`src/soc_periph_pkg.sv`:
```
/*
 * Shared widths, address regions and control bit positions for the
 * game console peripheral block. Imported by the RTL and the testbench.
 */

package soc_periph_pkg;

    // CPU bus word and strobe widths
    localparam int DATA_WIDTH = 32;
    localparam int STRB_WIDTH = 4;

    // Region field sits at address bits 19:16
    localparam int REGION_LSB = 16;

    typedef enum logic [3:0] {
        REGION_NONE       = 4'd0,
        REGION_STATUS     = 4'd1,
        REGION_DSP        = 4'd2,
        REGION_PAD        = 4'd3,
        REGION_FLASH_CTRL = 4'd4
    } periph_region_t;

    // Flash control write word layout
    localparam int FLASH_IN_LSB     = 0;
    localparam int FLASH_IN_EN_LSB  = 4;
    localparam int FLASH_CLK_BIT    = 8;
    localparam int FLASH_CSN_BIT    = 9;
    localparam int FLASH_ACTIVE_BIT = 15;

    // Gamepad control write word layout
    localparam int PAD_LATCH_BIT = 0;
    localparam int PAD_CLK_BIT   = 1;

endpackage

```
`src/periph_bus_decoder.sv`:
```
/*
 * Front end of the peripheral bus. Captures the CPU request, decodes the
 * address region and issues one enable pulse per access, however long the
 * master holds valid.
 */

`timescale 1ns/10ps

module periph_bus_decoder
    import soc_periph_pkg::*;
#(
    parameter int ADDR_WIDTH = 24
) (
    input  logic                  vdp_clk,
    input  logic                  vdp_reset,

    input  logic                  mem_valid,
    input  logic [ADDR_WIDTH-1:0] mem_addr,
    input  logic [STRB_WIDTH-1:0] mem_wstrb,
    input  logic [DATA_WIDTH-1:0] mem_wdata,

    output logic                  status_write_en,
    output logic                  dsp_write_en,
    output logic                  pad_write_en,
    output logic                  flash_ctrl_write_en,
    output logic                  read_en,
    output periph_region_t        read_region,
    output logic                  access_en,
    output logic [DATA_WIDTH-1:0] write_data,
    output logic                  word_sel
);
    localparam int REGION_WIDTH = $bits(periph_region_t);

    logic                  req_valid;
    logic                  req_write;
    logic [ADDR_WIDTH-1:0] req_addr;
    logic [DATA_WIDTH-1:0] req_wdata;
    logic                  issued;
    logic                  fire;
    periph_region_t        req_region;

    assign req_region = periph_region_t'(req_addr[REGION_LSB +: REGION_WIDTH]);

    // First sampled cycle of a request that has not been served yet
    assign fire = req_valid && !issued;

    always_ff @(posedge vdp_clk) begin
        if (vdp_reset) begin
            req_valid <= 1'b0;
        end else begin
            req_valid <= mem_valid;
        end
    end

    // Any strobe set means a write
    always_ff @(posedge vdp_clk) begin
        req_addr  <= mem_addr;
        req_write <= |mem_wstrb;
        req_wdata <= mem_wdata;
    end

    // Held until valid is seen low again
    always_ff @(posedge vdp_clk) begin
        if (vdp_reset) begin
            issued <= 1'b0;
        end else if (!req_valid) begin
            issued <= 1'b0;
        end else if (fire) begin
            issued <= 1'b1;
        end
    end

    always_ff @(posedge vdp_clk) begin
        if (vdp_reset) begin
            access_en           <= 1'b0;
            read_en             <= 1'b0;
            status_write_en     <= 1'b0;
            dsp_write_en        <= 1'b0;
            pad_write_en        <= 1'b0;
            flash_ctrl_write_en <= 1'b0;
        end else begin
            access_en           <= fire;
            read_en             <= fire && !req_write;
            status_write_en     <= fire && req_write && (req_region == REGION_STATUS);
            dsp_write_en        <= fire && req_write && (req_region == REGION_DSP);
            pad_write_en        <= fire && req_write && (req_region == REGION_PAD);
            flash_ctrl_write_en <= fire && req_write && (req_region == REGION_FLASH_CTRL);
        end
    end

    // Stays stable for the peripherals while the pulse is out
    always_ff @(posedge vdp_clk) begin
        if (fire) begin
            write_data  <= req_wdata;
            word_sel    <= req_addr[2];
            read_region <= req_region;
        end
    end

endmodule

```
`src/periph_read_mux.sv`:
```
/*
 * Return path of the peripheral bus. Picks the read word of the addressed
 * region, zero-extends it and returns it with a one-cycle ready pulse.
 */

`timescale 1ns/10ps

module periph_read_mux
    import soc_periph_pkg::*;
(
    input  logic                  vdp_clk,
    input  logic                  vdp_reset,

    input  logic                  access_en,
    input  logic                  read_en,
    input  periph_region_t        read_region,

    input  logic [DATA_WIDTH-1:0] dsp_read_data,
    input  logic                  pad_read_data,
    input  logic [3:0]            flash_ctrl_read_data,

    output logic                  mem_ready,
    output logic [DATA_WIDTH-1:0] mem_rdata
);
    logic [DATA_WIDTH-1:0] selected_data;

    always_comb begin
        case (read_region)
            REGION_DSP: begin
                selected_data = dsp_read_data;
            end
            REGION_PAD: begin
                selected_data = {{(DATA_WIDTH - 1){1'b0}}, pad_read_data};
            end
            REGION_FLASH_CTRL: begin
                selected_data = {{(DATA_WIDTH - 4){1'b0}}, flash_ctrl_read_data};
            end
            // Status is write-only, unmapped regions read zero
            default: begin
                selected_data = '0;
            end
        endcase
    end

    // Every access gets ready, mapped or not
    always_ff @(posedge vdp_clk) begin
        if (vdp_reset) begin
            mem_ready <= 1'b0;
        end else begin
            mem_ready <= access_en;
        end
    end

    // Writes return zero
    always_ff @(posedge vdp_clk) begin
        mem_rdata <= read_en ? selected_data : '0;
    end

endmodule

```
`src/dsp_multiplier.sv`:
```
/*
 * Memory-mapped signed multiplier. Word 0 sets operand A, word 1 sets
 * operand B, and reads return the product one cycle behind the operands.
 */

`timescale 1ns/10ps

module dsp_multiplier
    import soc_periph_pkg::*;
#(
    parameter int MULT_WIDTH = 16
) (
    input  logic                  vdp_clk,

    input  logic                  dsp_write_en,
    input  logic                  word_sel,
    input  logic [DATA_WIDTH-1:0] write_data,

    output logic [DATA_WIDTH-1:0] dsp_read_data
);
    logic [MULT_WIDTH-1:0] mult_a;
    logic [MULT_WIDTH-1:0] mult_b;

    always_ff @(posedge vdp_clk) begin
        if (dsp_write_en && !word_sel) begin
            mult_a <= write_data[MULT_WIDTH-1:0];
        end

        if (dsp_write_en && word_sel) begin
            mult_b <= write_data[MULT_WIDTH-1:0];
        end

        // Operands widen with sign to the result width
        dsp_read_data <= DATA_WIDTH'($signed(mult_a)) * DATA_WIDTH'($signed(mult_b));
    end

endmodule

```
`src/board_io.sv`:
```
/*
 * Board-level I/O. Holds the two status LEDs and emulates a serial gamepad
 * from the three board buttons, shifted out one bit per control clock.
 */

`timescale 1ns/10ps

module board_io
    import soc_periph_pkg::*;
(
    input  logic                  vdp_clk,
    input  logic                  vdp_reset,

    input  logic                  status_write_en,
    input  logic                  pad_write_en,
    input  logic [DATA_WIDTH-1:0] write_data,

    input  logic                  btn_1,
    input  logic                  btn_2,
    input  logic                  btn_3,

    output logic                  led_r,
    output logic                  led_b,
    output logic                  pad_read_data
);
    logic [1:0]  status;
    logic        pad_latch;
    logic        pad_clk;
    logic        pad_clk_prev;
    logic [15:0] pad_shift;

    assign led_r = status[0];
    assign led_b = status[1];

    always_ff @(posedge vdp_clk) begin
        if (vdp_reset) begin
            status <= 2'b01;
        end else if (status_write_en) begin
            status <= write_data[1:0];
        end
    end

    always_ff @(posedge vdp_clk) begin
        if (vdp_reset) begin
            pad_latch    <= 1'b0;
            pad_clk      <= 1'b0;
            pad_clk_prev <= 1'b0;
        end else begin
            if (pad_write_en) begin
                pad_latch <= write_data[PAD_LATCH_BIT];
                pad_clk   <= write_data[PAD_CLK_BIT];
            end
            pad_clk_prev <= pad_clk;
        end
    end

    // B on bit 0, right on bit 6, left on bit 7
    always_ff @(posedge vdp_clk) begin
        if (pad_latch) begin
            pad_shift <= {8'b0, btn_1, btn_3, 5'b0, btn_2};
        end

        // Shift wins over a latch in the same cycle
        if (pad_clk && !pad_clk_prev) begin
            pad_shift <= {1'b0, pad_shift[15:1]};
        end
    end

    assign pad_read_data = pad_shift[0];

endmodule

```
`src/flash_ctrl_port.sv`:
```
/*
 * Bit-bang access to the SPI flash pins. While active the CPU drives clock,
 * select and data lines directly; otherwise the pins sit idle. The data
 * pins are sampled back every cycle for reads.
 */

`timescale 1ns/10ps

module flash_ctrl_port
    import soc_periph_pkg::*;
(
    input  logic                  vdp_clk,
    input  logic                  vdp_reset,

    input  logic                  flash_ctrl_write_en,
    input  logic [DATA_WIDTH-1:0] write_data,
    input  logic [3:0]            flash_out,

    output logic                  flash_clk,
    output logic                  flash_csn,
    output logic [3:0]            flash_in,
    output logic [3:0]            flash_in_en,
    output logic [3:0]            flash_ctrl_read_data
);
    logic       ctrl_active;
    logic       ctrl_clk;
    logic       ctrl_csn;
    logic [3:0] ctrl_in;
    logic [3:0] ctrl_in_en;

    always_ff @(posedge vdp_clk) begin
        if (flash_ctrl_write_en) begin
            ctrl_in    <= write_data[FLASH_IN_LSB +: 4];
            ctrl_in_en <= write_data[FLASH_IN_EN_LSB +: 4];
            ctrl_clk   <= write_data[FLASH_CLK_BIT];
            ctrl_csn   <= write_data[FLASH_CSN_BIT];
        end
    end

    always_ff @(posedge vdp_clk) begin
        if (vdp_reset) begin
            ctrl_active <= 1'b0;
        end else if (flash_ctrl_write_en) begin
            ctrl_active <= write_data[FLASH_ACTIVE_BIT];
        end
    end

    // Idle: clock low, deselected, data lines released
    assign flash_clk   = ctrl_active ? ctrl_clk : 1'b0;
    assign flash_csn   = ctrl_active ? ctrl_csn : 1'b1;
    assign flash_in    = ctrl_active ? ctrl_in : 4'b0000;
    assign flash_in_en = ctrl_active ? ctrl_in_en : 4'b0000;

    always_ff @(posedge vdp_clk) begin
        flash_ctrl_read_data <= flash_out;
    end

endmodule

```
`src/soc_periph.sv`:
```
/*
 * Peripheral side of the console in the video clock domain. A CPU memory
 * bus reaches the status LEDs, the multiplier, the gamepad reader and the
 * flash bit-bang port. Every access completes two cycles after valid.
 */

`timescale 1ns/10ps

module soc_periph
    import soc_periph_pkg::*;
#(
    parameter int ADDR_WIDTH = 24,
    parameter int MULT_WIDTH = 16
) (
    input  logic                  vdp_clk,
    input  logic                  vdp_reset,

    // CPU bus
    input  logic                  mem_valid,
    input  logic [ADDR_WIDTH-1:0] mem_addr,
    input  logic [STRB_WIDTH-1:0] mem_wstrb,
    input  logic [DATA_WIDTH-1:0] mem_wdata,
    output logic                  mem_ready,
    output logic [DATA_WIDTH-1:0] mem_rdata,

    // Board buttons and LEDs
    input  logic                  btn_1,
    input  logic                  btn_2,
    input  logic                  btn_3,
    output logic                  led_r,
    output logic                  led_b,

    // Flash pins
    output logic                  flash_clk,
    output logic                  flash_csn,
    output logic [3:0]            flash_in,
    output logic [3:0]            flash_in_en,
    input  logic [3:0]            flash_out
);
    logic                  status_write_en;
    logic                  dsp_write_en;
    logic                  pad_write_en;
    logic                  flash_ctrl_write_en;
    logic                  read_en;
    logic                  access_en;
    periph_region_t        read_region;
    logic [DATA_WIDTH-1:0] write_data;
    logic                  word_sel;

    logic [DATA_WIDTH-1:0] dsp_read_data;
    logic                  pad_read_data;
    logic [3:0]            flash_ctrl_read_data;

    periph_bus_decoder #(
        .ADDR_WIDTH(ADDR_WIDTH)
    ) u_decoder (
        .vdp_clk            (vdp_clk),
        .vdp_reset          (vdp_reset),
        .mem_valid          (mem_valid),
        .mem_addr           (mem_addr),
        .mem_wstrb          (mem_wstrb),
        .mem_wdata          (mem_wdata),
        .status_write_en    (status_write_en),
        .dsp_write_en       (dsp_write_en),
        .pad_write_en       (pad_write_en),
        .flash_ctrl_write_en(flash_ctrl_write_en),
        .read_en            (read_en),
        .read_region        (read_region),
        .access_en          (access_en),
        .write_data         (write_data),
        .word_sel           (word_sel)
    );

    periph_read_mux u_read_mux (
        .vdp_clk             (vdp_clk),
        .vdp_reset           (vdp_reset),
        .access_en           (access_en),
        .read_en             (read_en),
        .read_region         (read_region),
        .dsp_read_data       (dsp_read_data),
        .pad_read_data       (pad_read_data),
        .flash_ctrl_read_data(flash_ctrl_read_data),
        .mem_ready           (mem_ready),
        .mem_rdata           (mem_rdata)
    );

    dsp_multiplier #(
        .MULT_WIDTH(MULT_WIDTH)
    ) u_dsp (
        .vdp_clk      (vdp_clk),
        .dsp_write_en (dsp_write_en),
        .word_sel     (word_sel),
        .write_data   (write_data),
        .dsp_read_data(dsp_read_data)
    );

    board_io u_board_io (
        .vdp_clk        (vdp_clk),
        .vdp_reset      (vdp_reset),
        .status_write_en(status_write_en),
        .pad_write_en   (pad_write_en),
        .write_data     (write_data),
        .btn_1          (btn_1),
        .btn_2          (btn_2),
        .btn_3          (btn_3),
        .led_r          (led_r),
        .led_b          (led_b),
        .pad_read_data  (pad_read_data)
    );

    flash_ctrl_port u_flash_ctrl (
        .vdp_clk             (vdp_clk),
        .vdp_reset           (vdp_reset),
        .flash_ctrl_write_en (flash_ctrl_write_en),
        .write_data          (write_data),
        .flash_out           (flash_out),
        .flash_clk           (flash_clk),
        .flash_csn           (flash_csn),
        .flash_in            (flash_in),
        .flash_in_en         (flash_in_en),
        .flash_ctrl_read_data(flash_ctrl_read_data)
    );

endmodule

```
`config.mk`:
```
export PLATFORM = sky130hd
export DESIGN_NAME = soc_periph
export DESIGN_NICKNAME = d
export VERILOG_FILES = /design/src/soc_periph_pkg.sv /design/src/periph_bus_decoder.sv /design/src/periph_read_mux.sv /design/src/dsp_multiplier.sv /design/src/board_io.sv /design/src/flash_ctrl_port.sv /design/src/soc_periph.sv
export SDC_FILE = /design/constraint.sdc
export NUM_CORES = 1
export LEC_CHECK = 0
export ABC_AREA = 1
export BUFFER_PORTS_ARGS = -buffer_cell sky130_fd_sc_hd__buf_2
export CORE_ASPECT_RATIO = 0.6
export CORE_MARGIN = 1
export CORE_UTILIZATION = 30
export DETAILED_ROUTE_END_ITERATION = 8
export SETUP_SLACK_MARGIN = 0.05
export SYNTH_ARGS = -nofsm -noshare
export SYNTH_HDL_FRONTEND = slang
export SYNTH_SLANG_ARGS = --single-unit
export TNS_END_PERCENT = 1
```
`constraint.sdc`:
```
create_clock -name vdp_clk -period 6.55 [get_ports vdp_clk]
set_input_delay 0.655 -clock vdp_clk [delete_from_list [all_inputs] [get_ports vdp_clk]]
set_output_delay 0.655 -clock vdp_clk [all_outputs]
set_load 0.005 [all_outputs]
```
Word level (Yosys, flattened, before mapping) --
Cells that the tools add are included. Widths: inputs -> output; s select.
Word-level totals: register bits after elaboration 191, input bits 70, output and inout port bits 45
Operators by class: muxes and demuxes 7, equality and inequality tests 7, reductions and logical operators 17, bitwise operators 1, multipliers 1
Operators with widths (count):
- $pmux 32 s3 | 1
- $mul 16x16->32 | 1
- $eq 4x2->1 const B | 4
- $logic_and 1x1->1 | 10
- $eq 4x3->1 const B | 2
- $mux 4 | 2
- $mux 8 | 1
- $mux 7 | 1
- $eq 4x1->1 const B | 1
- $logic_not 1->1 | 4
- $reduce_or 4->1 | 1
- $mux 1 | 2
- $reduce_bool 2->1 | 1
- $reduce_or 2->1 | 1
- $not 1->1 | 1

Longest topological paths before layout --
Gate-level depths: netlist of run 1.
depth in word-level cells 4, gate-level depth with buffers 27

Hierarchy --
Synthesis of run 1 repeated with hierarchy kept, for this count alone.
Second synthesis, totals: cells, all modules 1857, area, all modules 16694.8 sq um
By module, submodules not included:
- dsp_multiplier | cells each 1530, times used 1, area an instance 12441.9 sq um
- periph_bus_decoder | cells each 109, times used 1, area an instance 2140.8 sq um
- periph_read_mux | cells each 121, times used 1, area an instance 1094.8 sq um
- flash_ctrl_port | cells each 42, times used 1, area an instance 509.2 sq um
- board_io | cells each 55, times used 1, area an instance 508.0 sq um

Least setup slack after synthesis of run 1 --
OpenSTA, ideal clock, no wires.
path kind register to register, start point reg u_dsp.mult_a[15], end point reg u_dsp.dsp_read_data[31], library setup time 0.112 ns, required time 6.438 ns, cell stages (with the launch flop) 22, data arrival time 5.235 ns, setup slack 1.203 ns, period minus slack after synthesis 5.347 ns, path buffers 1, path through edfxtp_1 > clkbuf_1 > nand2_1 > inv_1 > fa_1 > fa_1 > fa_1 > fa_1 > inv_1 > fa_1 > fa_1 > inv_1 > ha_1 > nand2_1 > nor2_1 > nand3_1 > nor3_1 > nand2_1 > inv_1 > nor2_1 > nand2_1 > nand2_1
Between the ends: longest elaborated chain between the ends 1
RTL lines:
- from (decl) | RTL line dsp_multiplier.sv:21 | logic [MULT_WIDTH-1:0] mult_a;
- from (signal assigned) | RTL line dsp_multiplier.sv:26 | mult_a <= write_data[MULT_WIDTH-1:0];
- $mul 16x16->32 | RTL line dsp_multiplier.sv:34 | dsp_read_data <= DATA_WIDTH'($signed(mult_a)) * DATA_WIDTH'($signed(mult_b));
- to (signal assigned) | RTL line dsp_multiplier.sv:34
- to (decl) | RTL line dsp_multiplier.sv:19 | output logic [DATA_WIDTH-1:0] dsp_read_data
No other way between the ends. A chain may end at the register's enable or synchronous reset.

Worst setup path in the final report of run 1 --
start point reg u_dsp.mult_b[7], end point reg u_dsp.dsp_read_data[31]
Between the ends: longest elaborated chain between the ends 1
RTL lines:
- from (decl) | RTL line dsp_multiplier.sv:22 | logic [MULT_WIDTH-1:0] mult_b;
- from (signal assigned) | RTL line dsp_multiplier.sv:30 | mult_b <= write_data[MULT_WIDTH-1:0];
- $mul 16x16->32 | RTL line dsp_multiplier.sv:34
No other way between the ends.

==> results of run 1 <==
## cells by family (layout without fill, tap and decap cells)
| logic type | after synthesis | count (layout) | share of synthesized area (%) |
|---|---|---|---|
| AND/OR/NAND/NOR | 650 | 650 | 16.6 |
| buffers and inverters | 605 | 667 | 14.3 |
| adder cells (fa/ha/maj) | 344 | 344 | 39.5 |
| flip-flops | 176 | 176 | 26.7 |
| AO/OA/AOI/OAI | 51 | 51 | 1.77 |
| XOR/XNOR | 19 | 19 | 1.05 |
## layer usage
metal  global-route usage, %  up-vias  share of wire, %
li1                        -     5352                 -
met1                    22.5     5539                51
met2                    21.6      293                41
met3                    2.93       32               6.5
met4                    3.33        0               1.2
met5                       0        -                 0
## worst max-delay path: stages, from the launching register on
cell	delay, ns
edfxtp_1	0.87
nand2_1	0.28
fa_1	0.66
fa_1	0.60
inv_1	0.12
fa_1	0.50
inv_1	0.05
fa_1	0.47
inv_1	0.05
fa_1	0.49
fa_1	0.43
ha_1	0.43
nand2_1	0.13
nor2_1	0.19
nand3_1	0.13
nor3_1	0.15
nand2_1	0.12
inv_1	0.07
nor2_1	0.04
nand2_1	0.05
nand2_1	0.05
## flip-flops by register name, indices dropped and copies added, names as in the netlist, 5 cells and up
name and cells:
u_dsp.mult_a 16, u_read_mux.mem_rdata 32, u_board_io.pad_shift 8, u_decoder.req_wdata 16, u_decoder.req_addr 5, u_dsp.dsp_read_data 32, u_dsp.mult_b 16, u_decoder.write_data 16
## stage by stage
| step | std cells | setup WS [ns] | hold slack [ns] | total power, mW |
|---|---|---|---|---|
| finish | 2600 | 0.560 | 0.290 | 2.62 |
| global placement | 2568 | 0.716 | 0.391 | 1.59 |
| global route | 2600 | 0.199 | 0.255 | 2.77 |
| floorplan | 1845 | 1.20 | 0.386 | 1.48 |
| CTS | 2600 | 0.626 | 0.254 | 2.67 |
| detailed placement | 2568 | 0.684 | 0.389 | 1.59 |
## synthesized netlist by cell type
cell	instances	area, µm²
a21oi_1	28	140
a21oi_2	2	17.5
and2_1	1	6.26
buf_1	3	11.3
buf_2	1	5.00
clkbuf_1	60	225
dfxtp_1	105	2100
edfxtp_1	71	2130
fa_1	262	5250
ha_1	82	1030
inv_1	536	2010
inv_2	5	18.8
nand2_1	472	1770
nand2_2	4	25.0
nand3_1	39	195
nand3_2	3	30.0
nand3b_1	1	7.51
nand4_1	14	87.6
nor2_1	87	327
nor2_2	5	31.3
nor2_4	2	22.5
nor3_1	9	45.0
nor3_2	2	20.0
nor3b_1	1	7.51
nor4_1	1	6.26
o21a_1	1	7.51
o21ai_0	13	65.1
o21ai_1	1	5.00
o21bai_1	6	45.0
or2_2	8	50.1
or4_1	1	7.51
xnor2_1	1	8.76
xor2_1	18	158
## layout make-up
type                       instances  area share, %
clock buffer                      18           2.49
multi-input combinational       1064           53.2
sequential                       176           24.0
timing repair buffer              94           2.88
inverter                         541           11.5
tap                              693           4.92
clock inverter                    14          0.973
## cell usage in the layout, fill, tap and decap left out, types with 13 or more instances in the layout
cell | Yosys | layout
nand4_1 | 14 | 14
dfxtp_1 | 105 | 105
xor2_1 | 18 | 18
buf_2 | 1 | 79
nand3_1 | 39 | 39
edfxtp_1 | 71 | 71
clkbuf_16 | 0 | 17
ha_1 | 82 | 82
inv_1 | 536 | 536
o21ai_0 | 13 | 13
buf_4 | 0 | 15
nor2_1 | 87 | 86
a21oi_1 | 28 | 28
nand2_1 | 472 | 472
fa_1 | 262 | 262
## power by group
group	internal (mW)	leakage [nW]	total [mW]	switching [mW]
logic	0.124	7.77	0.352	0.227
registers	1.20	1.52	1.22	0.0200
clock network	0.532	0.296	1.06	0.524
## how the worst min path moves through the flow
stage / to / from / cells after the start
after floorplan: u_decoder.word_sel / u_decoder.req_addr[2] / 0
after global placement: u_decoder.write_data[1] / u_decoder.req_wdata[1] / 0
after detailed placement: u_decoder.word_sel / u_decoder.req_addr[2] / 0
after CTS: u_decoder.req_wdata[5] / mem_wdata[5] / 1
after global routing: u_decoder.req_wdata[5] / mem_wdata[5] / 1
final: u_decoder.req_wdata[5] / mem_wdata[5] / 1
==> flow_metrics.py, run 1 <==
metrics = {
    "sta": {
        "drv_slew": 0,
        "setup_viol": 0,
        "clock_skew_ns": 0.0175,
        "hold_viol": 0,
        "tns_ns": 0,
        "relSlewSlack_pct": 28.5,
        "worstMarginPinSlew_ns": 1.07,
        "max_freq_ghz": 0.167,
        "finalCritPeriodShare_pct": 91.4,
        "period_needed_ns": 5.99,
        "rsz0062_at_grt": "false",
    },
    "clock_network": {
        "clock-sinks": 176,
        "postCtsSetupRepairBufs": 0,
        "clkTransAtPathRegs_ns": 0.08,
        "h-tree-depth": 4,
        "clk_latency_ns": 0.45,
        "cts-root-buf": "clkbuf_16",
        "cts_hold_buf": 0,
        "cts_inserted_buffers": 17,
        "clockBufferDepth": 2,
        "postCtsResizedCells": 0,
        "cts_tree": "yes",
    },
    "floorplanning": {
        "die_h_um": 180,
        "dieArea_um2": 53800,
        "core_um2": 51600,
        "ios": 115,
        "initial_utilization_pct": 30.8,
        "dieWidth_um": 299,
        "fp-row-count": 64,
    },
    "min_path": {
        "hold_class": "in2reg",
    },
    "cells_and_area": {
        "seq_area_um2": 4230,
        "nNetsFinal": 2308,
        "num_antenna_cells": 0,
        "area_growth_syn_to_layout_pct": 11.0,
        "final_core_utilization_pct": 34.1,
        "fin_area_um2": 17600,
        "fill_cells": 5393,
        "multiInputGateArea_um2": 9360,
        "final_layout_size_suffix_gt1_share_pct": 8.29,
    },
    "routing": {
        "wl_per_cell_um": 14.3,
        "via_per_inst": 4.31,
        "routed_wl_um": 37200,
        "drtPass1Iterations": 5,
        "vias": 11200,
        "post-route-drc-count": 0,
        "antenna_left": 0,
        "drtIter0Drc": 690,
    },
    "grt": {
        "grt_max_degree": 31,
        "grt_pass1_vias": 11900,
        "grtUsageTotal_pct": 14.9,
        "gr-total-overflow": 0,
        "antenna_found_initial": 0,
        "grt_pass1_wl_um": 62400,
    },
    "critical_path": {
        "cp.required_ns": 6.90,
        "reg2reg_depth": 20,
        "timing.rr.start": "u_dsp.mult_b[7]",
        "critPathCapture": "u_dsp.dsp_read_data[31]",
        "regToRegSetupSlack_ns": 0.56,
        "startpoint_type": "register",
        "crit_path_end_kind": "register",
        "path_max_fanout": 16,
        "crit_arrival_ns": 6.34,
        "path_class": "reg2reg",
        "startpoint": "u_dsp.mult_b[7]",
        "r2r_end": "u_dsp.dsp_read_data[31]",
    },
    "synth": {
        "synth-seq-cells": 176,
        "synth.distinct_cells": 33,
        "synth-seq-area-share_pct": 26.7,
        "syn-instance-count": 1845,
        "syn_area_um2": 15900,
        "syn-num-nets": 2259,
        "syn_avg_cell_area_um2": 8.60,
        "yosys_warnings": 0,
    },
    "placed_design": {
        "dp_hpwl_um": 31300,
        "place_area_um2": 17000,
        "gp_congestion": 0.905,
        "portBuffers": 79,
    },
    "power_and_ir_drop": {
        "vdd_drop_max_uv": 180,
        "power_density_nw_per_um2": 149,
        "p_leak_nw": 9.59,
    },
    "run_status": {
        "status": "finished, final reports clean",
    },
    "flow_run": {
        "max_cap_viol_count": 0,
    },
}
Power figures use the tool's default switching activity.
==> run 2: changes to the inputs <==
--- a/config.mk
+++ b/config.mk
@@ -5,7 +5,6 @@
 export SDC_FILE = /design/constraint.sdc
 export NUM_CORES = 1
 export LEC_CHECK = 0
-export ABC_AREA = 1
 export BUFFER_PORTS_ARGS = -buffer_cell sky130_fd_sc_hd__buf_2
 export CORE_ASPECT_RATIO = 0.6
 export CORE_MARGIN = 1
==> run 2 against run 1 <==
Register-to-register slack got worse by 0.27 ns. Routed wire length fell by 14%. Sequential power barely moved. Worst hold slack got worse by 0.0032 ns. Count of clock-buffer cells in the layout did not move. Fmax fell by 4.3%. Synthesized area fell by 6.6%. Final cell count fell by 17%. Flip-flop and latch count did not move. Sequential share of layout area rose by 0.88 points. Die area fell by 6.6%. Utilization rose by 1.1 points. Critical path type unchanged.
==> flow_metrics.py, run 2 <==
metrics = {
    "run_status": {
        "status": "finished, final reports clean",
    },
    "synth": {
        "synth-seq-area-share_pct": 28.6,
        "synthTopCellsByCount": "315 x inv_1, 262 x fa_1, 167 x and2_1",
        "syn-instance-count": 1384,
        "netlist.area_leader.share_pct": 35.4,
        "syn-num-nets": 1798,
        "synth-seq-cells": 176,
        "synth.distinct_cells": 55,
        "yosysMostFrequentCell": "inv_1",
        "syn_area_um2": 14800,
        "synth_area_leaders": "fa_1 35%, edfxtp_1 14%, dfxtp_1 14%",
        "synth_edf_count": 71,
        "yosys_warnings": 0,
        "synth_flop_cell": "dfxtp_1",
        "syn_avg_cell_area_um2": 10.7,
        "synthArstFlopShare_pct": 0,
        "yosysTopAreaCell": "fa_1",
    },
    "cells_and_area": {
        "fill_cells": 4833,
        "area_growth_syn_to_layout_pct": 14.7,
        "num_antenna_cells": 0,
        "final_layout_size_suffix_gt1_share_pct": 12.5,
        "nNetsFinal": 1911,
        "reg_top3": "u_dsp.dsp_read_data x32, u_read_mux.mem_rdata x32",
        "seq_area_um2": 4230,
        "layout_common_cells": "315 x inv_1, 261 x fa_1, 167 x and2_1",
        "multiInputGateArea_um2": 9260,
        "final_common_cell": "inv_1",
    },
    "routing": {
        "antenna_left": 0,
        "wl_per_cell_um": 14.9,
        "vias": 9282,
        "via_per_inst": 4.32,
        "drtPass1Iterations": 7,
        "post-route-drc-count": 0,
        "routed_wl_um": 32100,
        "drtIter0Drc": 588,
    },
    "critical_path": {
        "path_class": "reg2reg",
        "crit_top_cell": "fa_1",
        "critPathBufInv": 4,
        "r2r_end": "u_dsp.dsp_read_data[30]",
        "crit_path_end_kind": "register",
        "max_stage_delay_ns": 0.63,
        "reg2reg_depth": 20,
        "timing.rr.start": "u_dsp.mult_a[6]",
        "startpoint_type": "register",
        "crit_slowest_cell": "edfxtp_1",
        "crit_arrival_ns": 6.66,
        "crit_chain": "and2_1 -> fa_1 -> inv_1 -> fa_1 -> fa_1 -> inv_1 -> fa_1 -> fa_1 -> inv_1 -> fa_1 -> inv_1 -> ha_1 -> a211o_1 -> o211ai_1 -> a21oi_2 -> a221oi_1 -> a21boi_4 -> o22ai_1 -> o41ai_2 -> xnor2_1",
        "path_max_fanout": 13,
        "startpoint": "u_dsp.mult_a[6]",
        "cp_top_family": "adder cells",
        "regToRegSetupSlack_ns": 0.29,
        "cp.required_ns": 6.95,
    },
    "clock_network": {
        "cts_inserted_buffers": 17,
        "cts-root-buf": "clkbuf_16",
        "clkTransAtPathRegs_ns": 0.08,
        "clk_latency_ns": 0.46,
        "clockBufferDepth": 2,
        "clock-sinks": 176,
        "cts_tree": "yes",
        "h-tree-depth": 4,
    },
    "grt": {
        "grt_pass1_wl_um": 53600,
        "gr-total-overflow": 0,
        "grt_pass1_vias": 9946,
        "grtUsageTotal_pct": 13.7,
        "grt_max_degree": 29,
        "antenna_found_initial": 0,
    },
    "sta": {
        "worstMarginPinSlew_ns": 0.980,
        "setup_viol": 0,
        "tns_ns": 0,
        "period_needed_ns": 6.26,
        "relSlewSlack_pct": 34.4,
        "rsz0062_at_grt": "false",
        "hold_viol": 0,
        "max_freq_ghz": 0.160,
        "clock_skew_ns": 0.0139,
        "drv_slew": 0,
        "finalCritPeriodShare_pct": 95.6,
    },
    "floorplanning": {
        "initial_utilization_pct": 30.7,
        "ios": 115,
        "dieArea_um2": 50300,
        "fp-row-count": 62,
        "die_h_um": 174,
        "dieWidth_um": 289,
        "core_um2": 48300,
    },
    "min_path": {
        "hold_path_end": "u_decoder.req_wdata[13]",
        "hold_class": "in2reg",
        "hold_path_startpoint": "mem_wdata[13]",
        "hold-path-cell-count": 1,
    },
    "placed_design": {
        "portBuffers": 79,
        "dp_hpwl_um": 25500,
        "gp_congestion": 0.855,
    },
    "power_and_ir_drop": {
        "vdd_drop_max_uv": 168,
        "power_density_nw_per_um2": 151,
        "p_leak_nw": 8.03,
        "finalPower_mw": 2.57,
    },
    "flow_run": {
        "max_cap_viol_count": 0,
    },
}
## run 2: area by class of cell
cell class	instances	share of cell area, %
Clock buffer	18	2.59
Clock inverter	14	1.05
Inverter	315	6.96
Multi-Input combinational cell	853	54.5
Sequential cell	176	24.9
Tap cell	640	4.71
Timing Repair Buffer	134	5.27
## run 2: worst max path at each step
| stage | slack [ns] | to | depth (start not counted) |
|---|---|---|---|
| global placement | 0.26 | u_dsp.dsp_read_data[30] | 20 |
| finish | 0.29 | u_dsp.dsp_read_data[30] | 20 |
| floorplan | 0.63 | u_dsp.dsp_read_data[30] | 21 |
| CTS | 0.13 | u_dsp.dsp_read_data[30] | 20 |
| global route | 0.06 | u_dsp.dsp_read_data[30] | 19 |
| detailed placement | 0.18 | u_dsp.dsp_read_data[30] | 19 |
## run 2: cells by family after synthesis
logic type / synth area share [%]
AO/OA/AOI/OAI: 3.95
flip-flops: 28.6
AND/OR/NAND/NOR: 13.6
XOR/XNOR: 2.07
adder cells (fa/ha/maj): 42.3
multiplexers: 0.490
buffers and inverters: 9.01
## run 2: power breakdown
group / total [mW] / leakage, nW / internal (mW) / switching (mW)
logic: 0.291 / 6.22 / 0.128 / 0.163
clock network: 1.06 / 0.297 / 0.531 / 0.533
registers: 1.22 / 1.52 / 1.20 / 0.0171
## run 2: per-stage QoR
step                util, %  std cells  setup slack (ns)  instance area (µm²)  hold WS (ns)
floorplan                 -       1384             0.633                14800         0.386
global placement       33.2       2084             0.261                16000         0.390
finish                 35.2       2150             0.290                17000         0.287
CTS                    34.5       2116             0.130                16600         0.259
detailed placement     33.2       2084             0.179                16000         0.389
global route           35.2       2150            0.0636                17000         0.265
## run 2: per-layer routing
metal  part of all wire [%]  track usage, %
met4                   0.90            3.29
met3                    4.8            2.49
met2                     44            20.4
met5                      0               0
met1                     50            20.6
## run 2: what timing repair did
action                                  CTS  global route
hold endpoints to repair                  0             0
setup buffers                             0            34
hold buffers                              0             0
endpoints found under the setup margin    0             3
gates resized for setup                   0             2
